**src/logic/video_pkg.sv**
```systemverilog
// ==============================
// Video package
// Screen geometry, memory sizes and the pixel pipeline depth
// ==============================

package video_pkg;

    // Horizontal geometry in pixel strobes
    localparam int H_TOTAL  = 384;
    localparam int H_ACTIVE = 256;        // Visible from h = 0
    localparam int HS_START = 296;
    localparam int HS_LEN   = 32;

    // Vertical geometry in lines
    localparam int V_TOTAL  = 262;
    localparam int V_START  = 16;         // First visible line
    localparam int V_END    = 240;        // First line past the visible range
    localparam int VS_START = 248;
    localparam int VS_LEN   = 3;

    localparam int H_W = $clog2(H_TOTAL); // Counter widths
    localparam int V_W = $clog2(V_TOTAL);

    // Strobes from timer position to colour output
    localparam int PIX_DELAY = 2;

    // CPU side of the tile RAM with bit 10 as the bank select
    localparam int CHRAM_AW = 11;
    localparam int TILE_AW  = CHRAM_AW - 1;

    localparam int CHROM_AW = 11;         // Tile code and tile row
    localparam int PAL_AW   = 6;          // Attribute colour and pixel bits
    localparam int COLOR_W  = 4;

endpackage

```
**src/logic/video_if.sv**
```systemverilog
// ==============================
// Video interfaces
// Timing bundle from the timer and the CPU tile RAM bus
// ==============================

`timescale 1ns/1ps

interface video_timing_if import video_pkg::*; ();
    logic [H_W-1:0] h;
    logic [V_W-1:0] v;
    logic           pix_cen;  // Pixel strobe
    logic           lhbl;     // Active-high line visible
    logic           lvbl;     // Active-high frame visible
    logic           hs;
    logic           vs;

    modport source (output h, v, pix_cen, lhbl, lvbl, hs, vs);
    modport sink   (input  h, v, pix_cen, lhbl, lvbl, hs, vs);
endinterface


```
**src/logic/video_timer.sv**
```systemverilog
// ==============================
// Video timer
// Line and frame counters with blanking and sync decode
// ==============================

`timescale 1ns/1ps

module video_timer import video_pkg::*; (
    input  logic           clk,
    input  logic           rst_n,
    input  logic           pix_cen,
    video_timing_if.source vt
);

    logic [H_W-1:0] h;
    logic [V_W-1:0] v;
    logic           line_end;
    logic           frame_end;

    assign line_end  = h == H_W'(H_TOTAL - 1);
    assign frame_end = v == V_W'(V_TOTAL - 1);

    always_ff @(posedge clk or negedge rst_n) begin
        if (!rst_n) begin
            h <= '0;
            v <= '0;
        end else if (pix_cen) begin
            if (line_end) begin
                h <= '0;
                v <= frame_end ? '0 : v + 1'b1; // Next line on the wrap
            end else begin
                h <= h + 1'b1;
            end
        end
    end

    assign vt.h       = h;
    assign vt.v       = v;
    assign vt.pix_cen = pix_cen;

    // Decode straight from the counters so every flag lines up with h and v
    assign vt.lhbl = h < H_W'(H_ACTIVE);
    assign vt.lvbl = (v >= V_W'(V_START)) && (v < V_W'(V_END));
    assign vt.hs   = (h >= H_W'(HS_START)) && (h < H_W'(HS_START + HS_LEN));
    assign vt.vs   = (v >= V_W'(VS_START)) && (v < V_W'(VS_START + VS_LEN));

    // Both counters wrap before their totals
    a_counter_range: assert property (
        @(posedge clk) disable iff (!rst_n)
        (h < H_W'(H_TOTAL)) && (v < V_W'(V_TOTAL))
    ) else $error("video_timer counter out of range h=%0d v=%0d", h, v);

endmodule

```
**src/flat_wrapper.sv**
```systemverilog
// flat-port wrapper written by rule: the top's interface ports become plain ports
module video_timer_flat import video_pkg::*;
  (clk, rst_n, pix_cen, vt_h, vt_v, vt_pix_cen, vt_lhbl, vt_lvbl, vt_hs, vt_vs);
  video_timing_if vt_i ();
  input  logic clk;
  input  logic rst_n;
  input  logic pix_cen;
  output wire logic [$bits(vt_i.h)-1:0] vt_h;
  output wire logic [$bits(vt_i.v)-1:0] vt_v;
  output wire logic [$bits(vt_i.pix_cen)-1:0] vt_pix_cen;
  output wire logic [$bits(vt_i.lhbl)-1:0] vt_lhbl;
  output wire logic [$bits(vt_i.lvbl)-1:0] vt_lvbl;
  output wire logic [$bits(vt_i.hs)-1:0] vt_hs;
  output wire logic [$bits(vt_i.vs)-1:0] vt_vs;
  assign vt_h = vt_i.h;
  assign vt_v = vt_i.v;
  assign vt_pix_cen = vt_i.pix_cen;
  assign vt_lhbl = vt_i.lhbl;
  assign vt_lvbl = vt_i.lvbl;
  assign vt_hs = vt_i.hs;
  assign vt_vs = vt_i.vs;
  video_timer u_core (.clk(clk), .rst_n(rst_n), .pix_cen(pix_cen), .vt(vt_i));
endmodule
```
**config.mk**
```make
export PLATFORM = sky130hd
export DESIGN_NAME = video_timer_flat
export DESIGN_NICKNAME = d
export VERILOG_FILES = /design/src/logic/video_pkg.sv /design/src/logic/video_if.sv /design/src/logic/video_timer.sv /design/src/flat_wrapper.sv
export SDC_FILE = /design/constraint.sdc
export NUM_CORES = 1
export LEC_CHECK = 0
export BUFFER_PORTS_ARGS = -buffer_cell sky130_fd_sc_hd__buf_2
export CORE_MARGIN = 3
export CORE_UTILIZATION = 55
export CTS_CLUSTER_SIZE = 16
export DETAILED_ROUTE_END_ITERATION = 6
export GPL_TIMING_DRIVEN = 0
export PLACE_DENSITY = 0.82
export REMOVE_ABC_BUFFERS = 1
export SLEW_MARGIN = 30
export SYNTH_ARGS = -nofsm -noshare
export SYNTH_HDL_FRONTEND = slang
export SYNTH_SLANG_ARGS = --single-unit
```
**constraint.sdc**
```tcl
create_clock -name clk -period 3.4 [get_ports clk]
set_clock_uncertainty 0.2 [all_clocks]
set_input_delay 0.17 -clock clk [delete_from_list [all_inputs] [get_ports clk]]
set_output_delay 0.17 -clock clk [all_outputs]
set_load 0.05 [all_outputs]
```
# Yosys cells after proc, flatten, opt, wreduce, memory -nomap -nowiden

Index checks and enable logic that the tools add are counted.

Register bits after elaboration: 18
Output and inout bits: 23
Logic and storage cells: 19

Add/subtract/negate cells: 2
Magnitude comparators: 7
Equality and inequality tests: 2
Multiplexer cells: 2
Reductions and logical operators: 4

Operators with widths:

| kind                                                               | count |
|---|---|
| adder 9 x 1 -> 9 bit (second input constant)                       | 2 |
| equality test 9 bit (second input constant)                        | 2 |
| less-than comparator 9 x 8 -> 1 bit (second input constant)        | 2 |
| less-than comparator 9 bit (second input constant)                 | 2 |
| 2-to-1 mux 9 bit                                                   | 2 |
| greater-or-equal comparator 9 x 5 -> 1 bit (second input constant) | 1 |
| greater-or-equal comparator 9 x 8 -> 1 bit (second input constant) | 1 |
| greater-or-equal comparator 9 bit (second input constant)          | 1 |
| logical AND 1 bit                                                  | 3 |
| AND reduction 2 bit                                                | 1 |

# Logic depth before layout (Yosys ltp)

Depth in word-level cells: 2
Depth in mapped cells: 7

# Worst setup path after synthesis

No wires, ideal clock.

Path type: register -> output
From: register u_core.h[8], in the netlist u_core.vt.h[8]
To: output vt_hs
Arrival time: 2182 ps
Data required time: 3030 ps
Slack: 848 ps
Cell stages (with the launch flop): 3
Buffers on the path: 0
Path through: dfrtp_1 > inv_1 > nor3_1

Longest elaborated chain between the ends: 2
Elaborated cells between the ends (all ways): 3

Ends and longest elaborated chain:

| what                                                                            | RTL line           | source |
|---|---|---|
| start, declared                                                                 | video_timer.sv:15  | `logic [H_W-1:0] h;` |
| start signal, assigned                                                          | video_timer.sv:32  | `h <= h + 1'b1;` |
| greater-or-equal comparator 9 bit or less-than comparator 9 bit (tied branches) | video_timer.sv:44  | `assign vt.hs = (h >= H_W'(HS_START)) && (h < H_W'(HS_START + HS_LEN));` |
| logical AND 1 bit *                                                             | video_timer.sv:44  |  |
| end, declared                                                                   | flat_wrapper.sv:13 | `output wire logic [$bits(vt_i.hs)-1:0] vt_hs;` |

Every way passes the cells marked *; elsewhere a longest branch is shown, timed or not.

# Final worst setup path

From: register u_core.h[0], in the netlist u_core.vt.h[0]
To: register u_core.v[3], in the netlist u_core.vt.v[3]

Longest elaborated chain between the ends: 2

Ends and longest elaborated chain:

| what                          | RTL line          | source |
|---|---|---|
| equality test 9 bit           | video_timer.sv:20 | `assign line_end = h == H_W'(H_TOTAL - 1);` |
| AND reduction 2 bit (no line) | --                |  |
| end signal, assigned          | video_timer.sv:30 | `v <= frame_end ? '0 : v + 1'b1;` |
| end, declared                 | video_timer.sv:16 | `logic [V_W-1:0] v;` |

Every way passes these cells.
A chain may end at the register's enable or synchronous reset.

==> out/summary.txt <==
Status: finished, final reports clean
Wire length per cell: 13.7 um
Die outline area: 2490 um2
CTS tree: done
Final ANT Viol Nets: 0
Maximum clock rate: 449 MHz
IO Port Bufs: 25
Most used cell, CP: and4_1
Post-Syn Area: 1060 um2
Worst Path Max Fanout: 9
Initial core utilization: 59.6%
First-pass GRT wire length: 3860 um
Ports: 26
CORE AREA: 1780 um2
Total track usage: 20.5%
Seq cells post-synth: 18
CP Cell Sequence: ha_1 -> and4_1 -> and4_1 -> nand4_1 -> mux2_1
Cells on worst reg2reg path: 5
Max-cap violations: 0
Die W: 49.9 um
Yosys warnings: 0
Number of synthesized flops with an enable pin: 0
Share of layout cells above drive strength 1: 23.9%
Fin. max-slew vios: 0
Slowest stage cell, crit path: dfrtp_1
Final hold violation count: 0
Total CTS buffers: 3
1st-iter DRT viols: 39
Final period utilization: 65.5%
Synthesized area per cell: 9.57 um2
Slowest stage delay, CP: 0.45 ns
Total Wirelength: 2230 um
Final Critical Period: 2.23 ns
Critical Path AT: 2.22 ns
Placed cell areas: 1180 um2
Post-cts resize count: 0
Critical Path Start Type: flop
Critical Setup Path Class: flop to flop
Die H: 49.9 um
RSZ-0062 raised after global routing: no
Number of global-route vias before repair: 877
Final setup viols: 0
Rows: 15
CTS root buffer: clkbuf_4
Final TNS setup: 0 ns
Initial antenna violation count: 0
Clock Tree Buf Depth: 2
CTS H-tree lvls: 1
Worst EP required: 3.40 ns
Fin nets: 147
CP Capture Type: flop
Slew HR: 53.8%
Residual DRC: 0
Pwr dens: 533 nW/um2
GP Congestion: 0.827
Main synth FF type: dfrtp_1
Layout Cells excl Fill: 163
Share of the yosys chip area belonging to registers: 42.4%
Area delta synth->final: 16.1%
Via count: 965
Storage cell area: 450 um2
Area of the multi-input gates: 544 um2
Clk_lat worst skew: 0.30 ns
Pleak: 0.000591 uW
Clk slew on worst S/H paths: 0.11 ns
Worst vdd ir: 0.613 mV
Grt ovf: 0
Number of diodes: 0
Fill cells: 145
Unique masters post-synth: 32
Total iterations of the first detailed-routing run: 4
Post-route design area: 1230 um2
Detailed-route vias per instance: 5.92
Synth async-reset ratio: 100%
Post-Syn Instances: 111
Worst-Margin Slew: 0.687 ns
CTS Sinks: 18
Placed cells: 157
Hold Path Class: input pin to asynchronous set/reset pin
Post-DP HPWL: 1610 um
Largest net degree at the start of global routing: 19
==> timing repair <==
action	CTS	global route
buffers inserted	0	0
endpoints found under the hold margin	21	0
hold buffers	2	0
==> final timing paths <==
kind | start | end | slack [ns]
worst min-delay path | rst_n | u_core.vt.h[5]$_DFFE_PN0P_ | 0.12
worst max-delay path | u_core.vt.h[0]$_DFFE_PN0P_ | u_core.vt.v[3]$_DFFE_PN0P_ | 1.17
max in group asynchronous | rst_n | u_core.vt.h[2]$_DFFE_PN0P_ | 2.59
worst min register to register | u_core.vt.h[6]$_DFFE_PN0P_ | u_core.vt.h[6]$_DFFE_PN0P_ | 0.35
min in group clk | u_core.vt.h[6]$_DFFE_PN0P_ | u_core.vt.h[6]$_DFFE_PN0P_ | 0.35
worst max register to register | u_core.vt.h[0]$_DFFE_PN0P_ | u_core.vt.v[3]$_DFFE_PN0P_ | 1.17
==> per-stage QoR <==
stage               power [uW]  worst slack (ns)  util [%]  hold WS (ns)
floorplan                  461             0.848         -        -0.326
global placement           517              1.25      66.0       -0.0791
detailed placement         524              1.21      66.0       -0.0720
CTS                        660              1.18      69.2         0.136
global route               695              1.00      69.2         0.143
finish                     657              1.17      69.2         0.122
==> cells by family after synthesis <==
logic type,synth area share [%]
buf+inv,6.36
mux,3.06
xor+xnor,4.12
compound gates,11.9
simple gates,26.3
flops,42.4
fa+ha+maj,5.89
==> report_power, final <==
group / internal [uW] / switching [uW] / leakage (uW)
clock: 65.3 / 71.6 / 0.0000210
combinational: 55.2 / 160 / 0.000345
sequential: 244 / 60.8 / 0.000225
==> cells in the final DEF, fill, tap and decap left out, types with 2 or more instances in the layout <==
master / n
xnor2_1: 3
mux2_1: 2
nor2_1: 7
dfrtp_1: 18
nor3_1: 3
buf_2: 25
and2_2: 2
nand4_1: 4
and4_1: 4
nand3_1: 8
nand2_1: 9
dlygate4sd3_1: 2
a21oi_1: 5
inv_1: 7
o31ai_1: 2
clkbuf_4: 3
xor2_1: 2
ha_1: 5
o21ai_0: 11
or3_1: 2
==> synthesized netlist by cell type, drive strengths merged, types with 3 or more instances <==
library cell / n / area share [%]
xnor2: 3 / 2.5
buf: 4 / 3.9
o21ai: 11 / 5.2
nand2: 9 / 3.2
ha: 5 / 5.9
a21oi: 5 / 2.4
inv: 7 / 2.5
nor2: 7 / 2.5
and4: 4 / 3.3
nand4: 5 / 4.4
dfrtp: 18 / 42
nand3: 8 / 3.8
nor3: 3 / 1.4
==> state kept, by name, indices dropped and copies added (netlist names) <==
name / flops
u_core.vt.h: 9
u_core.vt.v: 9
==> metal layers <==
metal | wire length (um) | share of wire (%) | vias up | track usage, %
li1 | - | - | 450 | -
met1 | 897 | 40 | 454 | 24.4
met2 | 1120 | 50 | 50 | 35.5
met3 | 145 | 6.5 | 11 | 2.72
met4 | 74 | 3.3 | 0 | 11.1
met5 | 0 | 0 | - | 0
==> layout make-up <==
class                      instances  area share, %
inverter                           7           2.13
clock buffer                       4           2.94
sequential                        18           36.5
multi-input combinational         82           44.1
tap                               25           2.54
timing repair buffer              27           11.8
==> worst max-delay path: cells and delay by family, from the launching register on <==
| kind | cells | cell delay, ns |
|---|---|---|
| fa+ha+maj | 1 | 0.21 |
| flops | 1 | 0.45 |
| mux | 1 | 0.33 |
| simple gates | 3 | 0.93 |
(Power assumes the default switching activity.)
