**config.mk**
```make
export PLATFORM = sky130hd
export DESIGN_NAME = palette_mix_flat
export DESIGN_NICKNAME = d
export VERILOG_FILES = /design/src/logic/video_pkg.sv /design/src/logic/video_if.sv /design/src/logic/palette_mix.sv /design/src/flat_wrapper.sv
export SDC_FILE = /design/constraint.sdc
export NUM_CORES = 1
export LEC_CHECK = 0
export BUFFER_PORTS_ARGS = -buffer_cell sky130_fd_sc_hd__buf_2
export CAP_MARGIN = 0
export CELL_PAD_IN_SITES_DETAIL_PLACEMENT = 0
export CELL_PAD_IN_SITES_GLOBAL_PLACEMENT = 1
export CORE_MARGIN = 8
export CORE_UTILIZATION = 30
export DETAILED_ROUTE_END_ITERATION = 6
export PLACE_DENSITY = 0.55
export SETUP_SLACK_MARGIN = 0.4
export SLEW_MARGIN = 20
export SYNTH_ARGS = -nofsm -noshare
export SYNTH_HDL_FRONTEND = slang
export SYNTH_SLANG_ARGS = --single-unit
```
**constraint.sdc**
```tcl
create_clock -name clk -period 3.3 [get_ports clk]
set_input_delay 0.66 -clock clk [delete_from_list [all_inputs] [get_ports clk]]
set_output_delay 0.66 -clock clk [all_outputs]
set_load 0.05 [all_outputs]
```
**src/logic/video_pkg.sv**
```systemverilog
// ==============================
// Video package
// Screen geometry, memory sizes and the pixel pipeline depth
// ==============================

package video_pkg;

    // Horizontal geometry in pixel strobes
    localparam int H_TOTAL  = 384;
    localparam int H_ACTIVE = 256;        // Visible from h = 0
    localparam int HS_START = 296;
    localparam int HS_LEN   = 32;

    // Vertical geometry in lines
    localparam int V_TOTAL  = 262;
    localparam int V_START  = 16;         // First visible line
    localparam int V_END    = 240;        // First line past the visible range
    localparam int VS_START = 248;
    localparam int VS_LEN   = 3;

    localparam int H_W = $clog2(H_TOTAL); // Counter widths
    localparam int V_W = $clog2(V_TOTAL);

    // Strobes from timer position to colour output
    localparam int PIX_DELAY = 2;

    // CPU side of the tile RAM with bit 10 as the bank select
    localparam int CHRAM_AW = 11;
    localparam int TILE_AW  = CHRAM_AW - 1;

    localparam int CHROM_AW = 11;         // Tile code and tile row
    localparam int PAL_AW   = 6;          // Attribute colour and pixel bits
    localparam int COLOR_W  = 4;

endpackage

```
**src/logic/video_if.sv**
```systemverilog
// ==============================
// Video interfaces
// Timing bundle from the timer and the CPU tile RAM bus
// ==============================

`timescale 1ns/1ps

interface video_timing_if import video_pkg::*; ();
    logic [H_W-1:0] h;
    logic [V_W-1:0] v;
    logic           pix_cen;  // Pixel strobe
    logic           lhbl;     // Active-high line visible
    logic           lvbl;     // Active-high frame visible
    logic           hs;
    logic           vs;

    modport source (output h, v, pix_cen, lhbl, lvbl, hs, vs);
    modport sink   (input  h, v, pix_cen, lhbl, lvbl, hs, vs);
endinterface


```
**src/logic/palette_mix.sv**
```systemverilog
// ==============================
// Palette mixer
// Colour PROMs, colour lookup and aligned blank/sync outputs
// ==============================

`timescale 1ns/1ps

module palette_mix import video_pkg::*; (
    input  logic               clk,
    input  logic               rst_n,
    video_timing_if.sink       vt,
    input  logic [PAL_AW-1:0]  pal_idx,
    input  logic [PAL_AW-1:0]  prog_addr,
    input  logic [COLOR_W-1:0] prom_din,
    input  logic               prom_red_we,
    input  logic               prom_green_we,
    input  logic               prom_blue_we,
    output logic [COLOR_W-1:0] red,
    output logic [COLOR_W-1:0] green,
    output logic [COLOR_W-1:0] blue,
    output logic               lhbl,
    output logic               lvbl,
    output logic               hs,
    output logic               vs
);

    logic [COLOR_W-1:0] prom_r [2**PAL_AW];
    logic [COLOR_W-1:0] prom_g [2**PAL_AW];
    logic [COLOR_W-1:0] prom_b [2**PAL_AW];

    logic [COLOR_W-1:0] red_q;
    logic [COLOR_W-1:0] green_q;
    logic [COLOR_W-1:0] blue_q;
    logic [PIX_DELAY-1:0][3:0] sync_pipe;  // {lhbl, lvbl, hs, vs} per stage
    logic               visible;

    always_ff @(posedge clk) begin
        if (prom_red_we)   prom_r[prog_addr] <= prom_din;
        if (prom_green_we) prom_g[prog_addr] <= prom_din;
        if (prom_blue_we)  prom_b[prog_addr] <= prom_din;
    end

    always_ff @(posedge clk) begin
        if (vt.pix_cen) begin
            red_q   <= prom_r[pal_idx];
            green_q <= prom_g[pal_idx];
            blue_q  <= prom_b[pal_idx];
        end
    end

    // Timing flags follow the pixel through the char and colour registers
    always_ff @(posedge clk or negedge rst_n) begin
        if (!rst_n)
            sync_pipe <= '0;
        else if (vt.pix_cen)
            sync_pipe <= {sync_pipe[PIX_DELAY-2:0], {vt.lhbl, vt.lvbl, vt.hs, vt.vs}};
    end

    assign {lhbl, lvbl, hs, vs} = sync_pipe[PIX_DELAY-1];
    assign visible = lhbl && lvbl;

    assign red   = visible ? red_q   : '0;  // Black outside the active area
    assign green = visible ? green_q : '0;
    assign blue  = visible ? blue_q  : '0;

    a_one_prom_we: assert property (
        @(posedge clk) disable iff (!rst_n)
        $onehot0({prom_red_we, prom_green_we, prom_blue_we})
    );

endmodule

```
**src/flat_wrapper.sv**
```systemverilog
// flat-port wrapper written by rule: the top's interface ports become plain ports
module palette_mix_flat import video_pkg::*;
  (clk, rst_n, pal_idx, prog_addr, prom_din, prom_red_we, prom_green_we, prom_blue_we, red, green, blue, lhbl, lvbl, hs, vs, vt_h, vt_v, vt_pix_cen, vt_lhbl, vt_lvbl, vt_hs, vt_vs);
  video_timing_if vt_i ();
  input  logic clk;
  input  logic rst_n;
  input  logic [PAL_AW-1:0] pal_idx;
  input  logic [PAL_AW-1:0] prog_addr;
  input  logic [COLOR_W-1:0] prom_din;
  input  logic prom_red_we;
  input  logic prom_green_we;
  input  logic prom_blue_we;
  output logic [COLOR_W-1:0] red;
  output logic [COLOR_W-1:0] green;
  output logic [COLOR_W-1:0] blue;
  output logic lhbl;
  output logic lvbl;
  output logic hs;
  output logic vs;
  input wire logic [$bits(vt_i.h)-1:0] vt_h;
  input wire logic [$bits(vt_i.v)-1:0] vt_v;
  input wire logic [$bits(vt_i.pix_cen)-1:0] vt_pix_cen;
  input wire logic [$bits(vt_i.lhbl)-1:0] vt_lhbl;
  input wire logic [$bits(vt_i.lvbl)-1:0] vt_lvbl;
  input wire logic [$bits(vt_i.hs)-1:0] vt_hs;
  input wire logic [$bits(vt_i.vs)-1:0] vt_vs;
  assign vt_i.h = vt_h;
  assign vt_i.v = vt_v;
  assign vt_i.pix_cen = vt_pix_cen;
  assign vt_i.lhbl = vt_lhbl;
  assign vt_i.lvbl = vt_lvbl;
  assign vt_i.hs = vt_hs;
  assign vt_i.vs = vt_vs;
  palette_mix u_core (.clk(clk), .rst_n(rst_n), .vt(vt_i), .pal_idx(pal_idx), .prog_addr(prog_addr), .prom_din(prom_din), .prom_red_we(prom_red_we), .prom_green_we(prom_green_we), .prom_blue_we(prom_blue_we), .red(red), .green(green), .blue(blue), .lhbl(lhbl), .lvbl(lvbl), .hs(hs), .vs(vs));
endmodule
```
# == Yosys cells after proc, flatten, opt, wreduce, memory -nomap -nowiden ==
# Memory sizes are Yosys's and may differ from the RTL's. A register that Yosys moved wholly into a read port is not among the register bits.
# Index checks and enable logic that the tools add are counted.
# classes
muxes,9
n_reduce_logical,1
# ops
operator,count
2-to-1 mux 4 bit,3
2-to-1 mux 1 bit,6
logical AND 1 bit,1
# totals
reg_bits,8
mem_bits_rw,768
out_inout_bits,16
n_memories,3
# memory_table
name,depth,width,rd,rd_ports_with_merged_regs,wr,line,rtl
u_core.prom_b,64,4,1,1,1,palette_mix.sv:29,logic [COLOR_W-1:0] prom_b [2**PAL_AW];
u_core.prom_g,64,4,1,1,1,palette_mix.sv:28,logic [COLOR_W-1:0] prom_g [2**PAL_AW];
u_core.prom_r,64,4,1,1,1,palette_mix.sv:27,logic [COLOR_W-1:0] prom_r [2**PAL_AW];

# == Depth between registers and ports, before layout ==
# depth
word_depth,2
ltp_mapped,9
ltp_nobuf,5

# == Worst setup path before layout ==
# Ideal clock, no wire load.
# synth_path
path_type,input port to flip-flop
start,input port pal_idx[0]
end,"register u_core.green_q[2], read port of u_core.prom_g, data pin"
arrival_time_ns,2.117
slack_ns,0.926
cell_stages,7
path_cell_list,buf_4 > buf_2 > mux4_2 > mux2i_1 > nand3_1 > and3_1 > a22o_1
# synth_lines
element,line,rtl
"start, declared",flat_wrapper.sv:7,input logic [PAL_AW-1:0] pal_idx;
"end, declared",palette_mix.sv:32,logic [COLOR_W-1:0] green_q;

==> impl_metrics.json <==
{
  "status": "completed",
  "dominantRegCellSynth": "edfxtp_1",
  "p_leak_uw": 0.01113,
  "hold_depth": 2,
  "slew_violations": 0,
  "netlist_area_um2": 31060,
  "syn_avg_cell_area_um2": 20.10,
  "clock_latency_ns": 0.63,
  "gp_congestion": 0.7933,
  "synth_top_area_share_pct": 75.42,
  "clkPwrFrac_pct": 42.1,
  "peakVddDrop_mv": 0.3800,
  "layout.nets": 1695,
  "wl_um": 78630,
  "critical_path.startpoint": "pal_idx[0]",
  "die_width_um": 337.7,
  "finalHoldViolCount": 0,
  "hp-class": "primary input to flip-flop",
  "fin_crit_ns": 2.425,
  "ys_top_cells_by_count": "edfxtp_1, nor2_1, mux4_2",
  "routedWlPerCell_um": 25.37,
  "worst_slack_ns": 0.8752,
  "ys_seq_area_share_pct": 76.06,
  "vias": 15210,
  "seq_power_share_pct": 52.1,
  "grt_overflow": 0,
  "crit_path_cell_trace": "buf_8 > buf_12 > mux4_2 > mux2_2 > o221ai_1 > a31oi_1 > a21o_1",
  "dieArea_um2": 114100,
  "reg2reg_depth": 5,
  "required_ns": 3.67,
  "min_from": "vt_vs",
  "syn_to_final_growth_pct": 15.62,
  "min_to": "u_core.sync_pipe[0]",
  "combPwrFrac_pct": 5.8,
  "p_switching_uw": 4718,
  "root_buffer": "clkbuf_16",
  "synth_most_common_cell": "edfxtp_1",
  "cp_slowest_cell": "mux4_2",
  "p_int_uw": 16680,
  "clock_path_buffers": 3,
  "drive_above_1_share_pct": 26.12,
  "diodes": 0,
  "ys.warnings.count": 0,
  "drtPass1Iterations": 7,
  "utilization_pct": 34.84,
  "finalSetupViolations": 0,
  "max_stage_delay_ns": 0.54,
  "timing.rr.start": "u_core.prom_g[43][2]",
  "syn_nets": 1589,
  "skew_ns": 0.02487,
  "r2r_setup_slack_ns": 1.15,
  "arrival_ns": 2.79,
  "rows": 118,
  "io_buffers": 41,
  "async_reset_ff_share_pct": 1.015,
  "synth_cells": 1545,
  "cts_sinks": 788,
  "cts_inserted_buffers": 85,
  "setup_tns_ns": 0,
  "grt_pass1_vias": 15920,
  "crit_fanout": 23,
  "drc": 0,
  "grt_pass1_wl_um": 112900,
  "start_util_pct": 30.14,
  "synthDistinctLibCells": 36,
  "ys_ff_latch": 788,
  "die_y_um": 337.7,
  "core_um2": 103100,
  "endpoint_kind": "flip-flop",
  "hpwl_um": 51270,
  "synth_top_area_cell": "edfxtp_1",
  "path_class": "primary input to flip-flop",
  "cts_tree": "built",
  "drv_cap": 0,
  "rsz0062_at_grt": "false",
  "p_sw_share_pct": 22.05,
  "tightest_slew_ns": 0.9479,
  "post-place-ws_ns": 0.2480,
  "grt.total_usage_pct": 13.64,
  "cts_max_level": 3,
  "vias_per_cell": 4.908,
  "synth_edf_count": 780,
  "critPathLaunchType": "primary input",
  "antenna_found_initial": 1,
  "power_density_nw_per_um2": 595.8,
  "final_antenna_net_count": 0,
  "regToRegEndpoint": "u_core.green_q[2]",
  "clk_pin_slew_ns": 0.06,
  "ioPinCount": 60,
  "drt-initial-drc-count": 1322,
  "timing.fmax_mhz": 412.4,
  "ys_top_cells_by_area": "edfxtp_1, mux4_2, nor2_1",
  "finalCritPeriodShare_pct": 73.48,
  "slew_headroom_pct": 36.81,
  "grt_max_degree": 103
}
==> cells in the final DEF, fill, tap and decap left out, types with 3 or more instances in the layout <==
cell          n
or3_1         3
mux2_2       13
nor2b_1      11
a22oi_1      11
clkinv_1     19
clkinvlp_4    8
nor2_1      196
clkinv_2     18
or3b_2        4
clkbuf_16    85
a31oi_1       8
buf_4        57
clkbuf_1     14
nand2_1      48
bufinv_16     5
buf_6         4
buf_12       17
o21ai_1       4
nand3b_1      5
a211oi_1     13
mux4_2      192
a22o_1        9
edfxtp_1    780
a21oi_1      13
or2_2         4
and3_1       22
buf_2        34
nand3_1      13
nor3_1        9
o22ai_1      23
dfrtp_1       8
o221ai_1     10
inv_6         4
mux2i_1      39
==> cell type report <==
cell class,count,area (µm²)
multi-input combinational,661,6915
clock buffer,99,2180
sequential,788,23620
tap,1380,1727
fill,9739,67150
timing repair buffer,115,1023
clock inverter,56,439.2
==> metrics by stage <==
step                      hold slack (ns)  instances  total power, µW  cell area (µm²)
after detailed placement           0.4919       2943            12620            33280
after CTS                          0.2452       3099            21620            35910
after floorplan                    0.3644       1545            12030            31060
after global routing               0.2595       3099            22040            35910
final                              0.2861       3099            21400            35910
after global placement             0.4847       2943            12600            33280
==> state kept, by name (all words and copies together), names as in the netlist <==
signal and flops:
u_core.blue_q 4, u_core.green_q 4, u_core.hs 1, u_core.lhbl 1, u_core.lvbl 1, u_core.prom_b 256, u_core.prom_g 256, u_core.prom_r 256
u_core.red_q 4, u_core.sync_pipe 4, u_core.vs 1
==> kinds of logic (layout without fill, tap and decap cells) <==
| kind of cell | after synthesis | in the layout | share of synthesized area (%) |
|---|---|---|---|
| mux | 244 | 244 | 15.65 |
| simple gates | 322 | 322 | 4.500 |
| compound gates | 95 | 95 | 2.115 |
| buf+inv | 96 | 270 | 1.668 |
| flops | 788 | 788 | 76.06 |
==> worst max-delay path: cells and delay by family <==
kind            cells  cell delay [ns]
mux                 2             0.86
compound gates      3             0.66
buf+inv             2             0.55
==> worst max path at each step <==
| stage | end | slack [ns] | depth (start not counted) |
|---|---|---|---|
| 3_3_place_gp | u_core.green_q[2] | 0.24 | 7 |
| 6_report | u_core.blue_q[0] | 0.88 | 7 |
| 3_5_place_dp | u_core.green_q[2] | 0.25 | 7 |
| 5_1_grt | u_core.green_q[2] | 0.81 | 7 |
| 4_1_cts | u_core.blue_q[0] | 0.92 | 7 |
| 2_1_floorplan | u_core.green_q[2] | 0.93 | 7 |
==> power groups by stage <==
| stage | Clock (µW) | Sequential (µW) | Combinational (µW) |
|---|---|---|---|
| 2_1_floorplan | 0 | 11400 | 676 |
| 3_3_place_gp | 0 | 11300 | 1260 |
| 3_5_place_dp | 0 | 11400 | 1270 |
| 4_1_cts | 9210 | 11100 | 1270 |
| 5_1_grt | 9560 | 11100 | 1330 |
| 6_report | 9010 | 11100 | 1250 |
==> timing repair <==
action                                 4_1_cts  5_1_grt
endpoints found under the hold margin        8        0
setup buffers                                0        0
hold buffers                                 1        0
gates resized for setup                      0        0
==> routing by layer <==
metal	vias to the layer above	track usage, %	share of wire [%]
li1	6548	-	-
met1	8098	18.95	44
met2	432	21.48	46
met3	129	2.893	6.1
met4	2	4.206	3.1
met5	-	0	0.013
(Power assumes the default switching activity.)
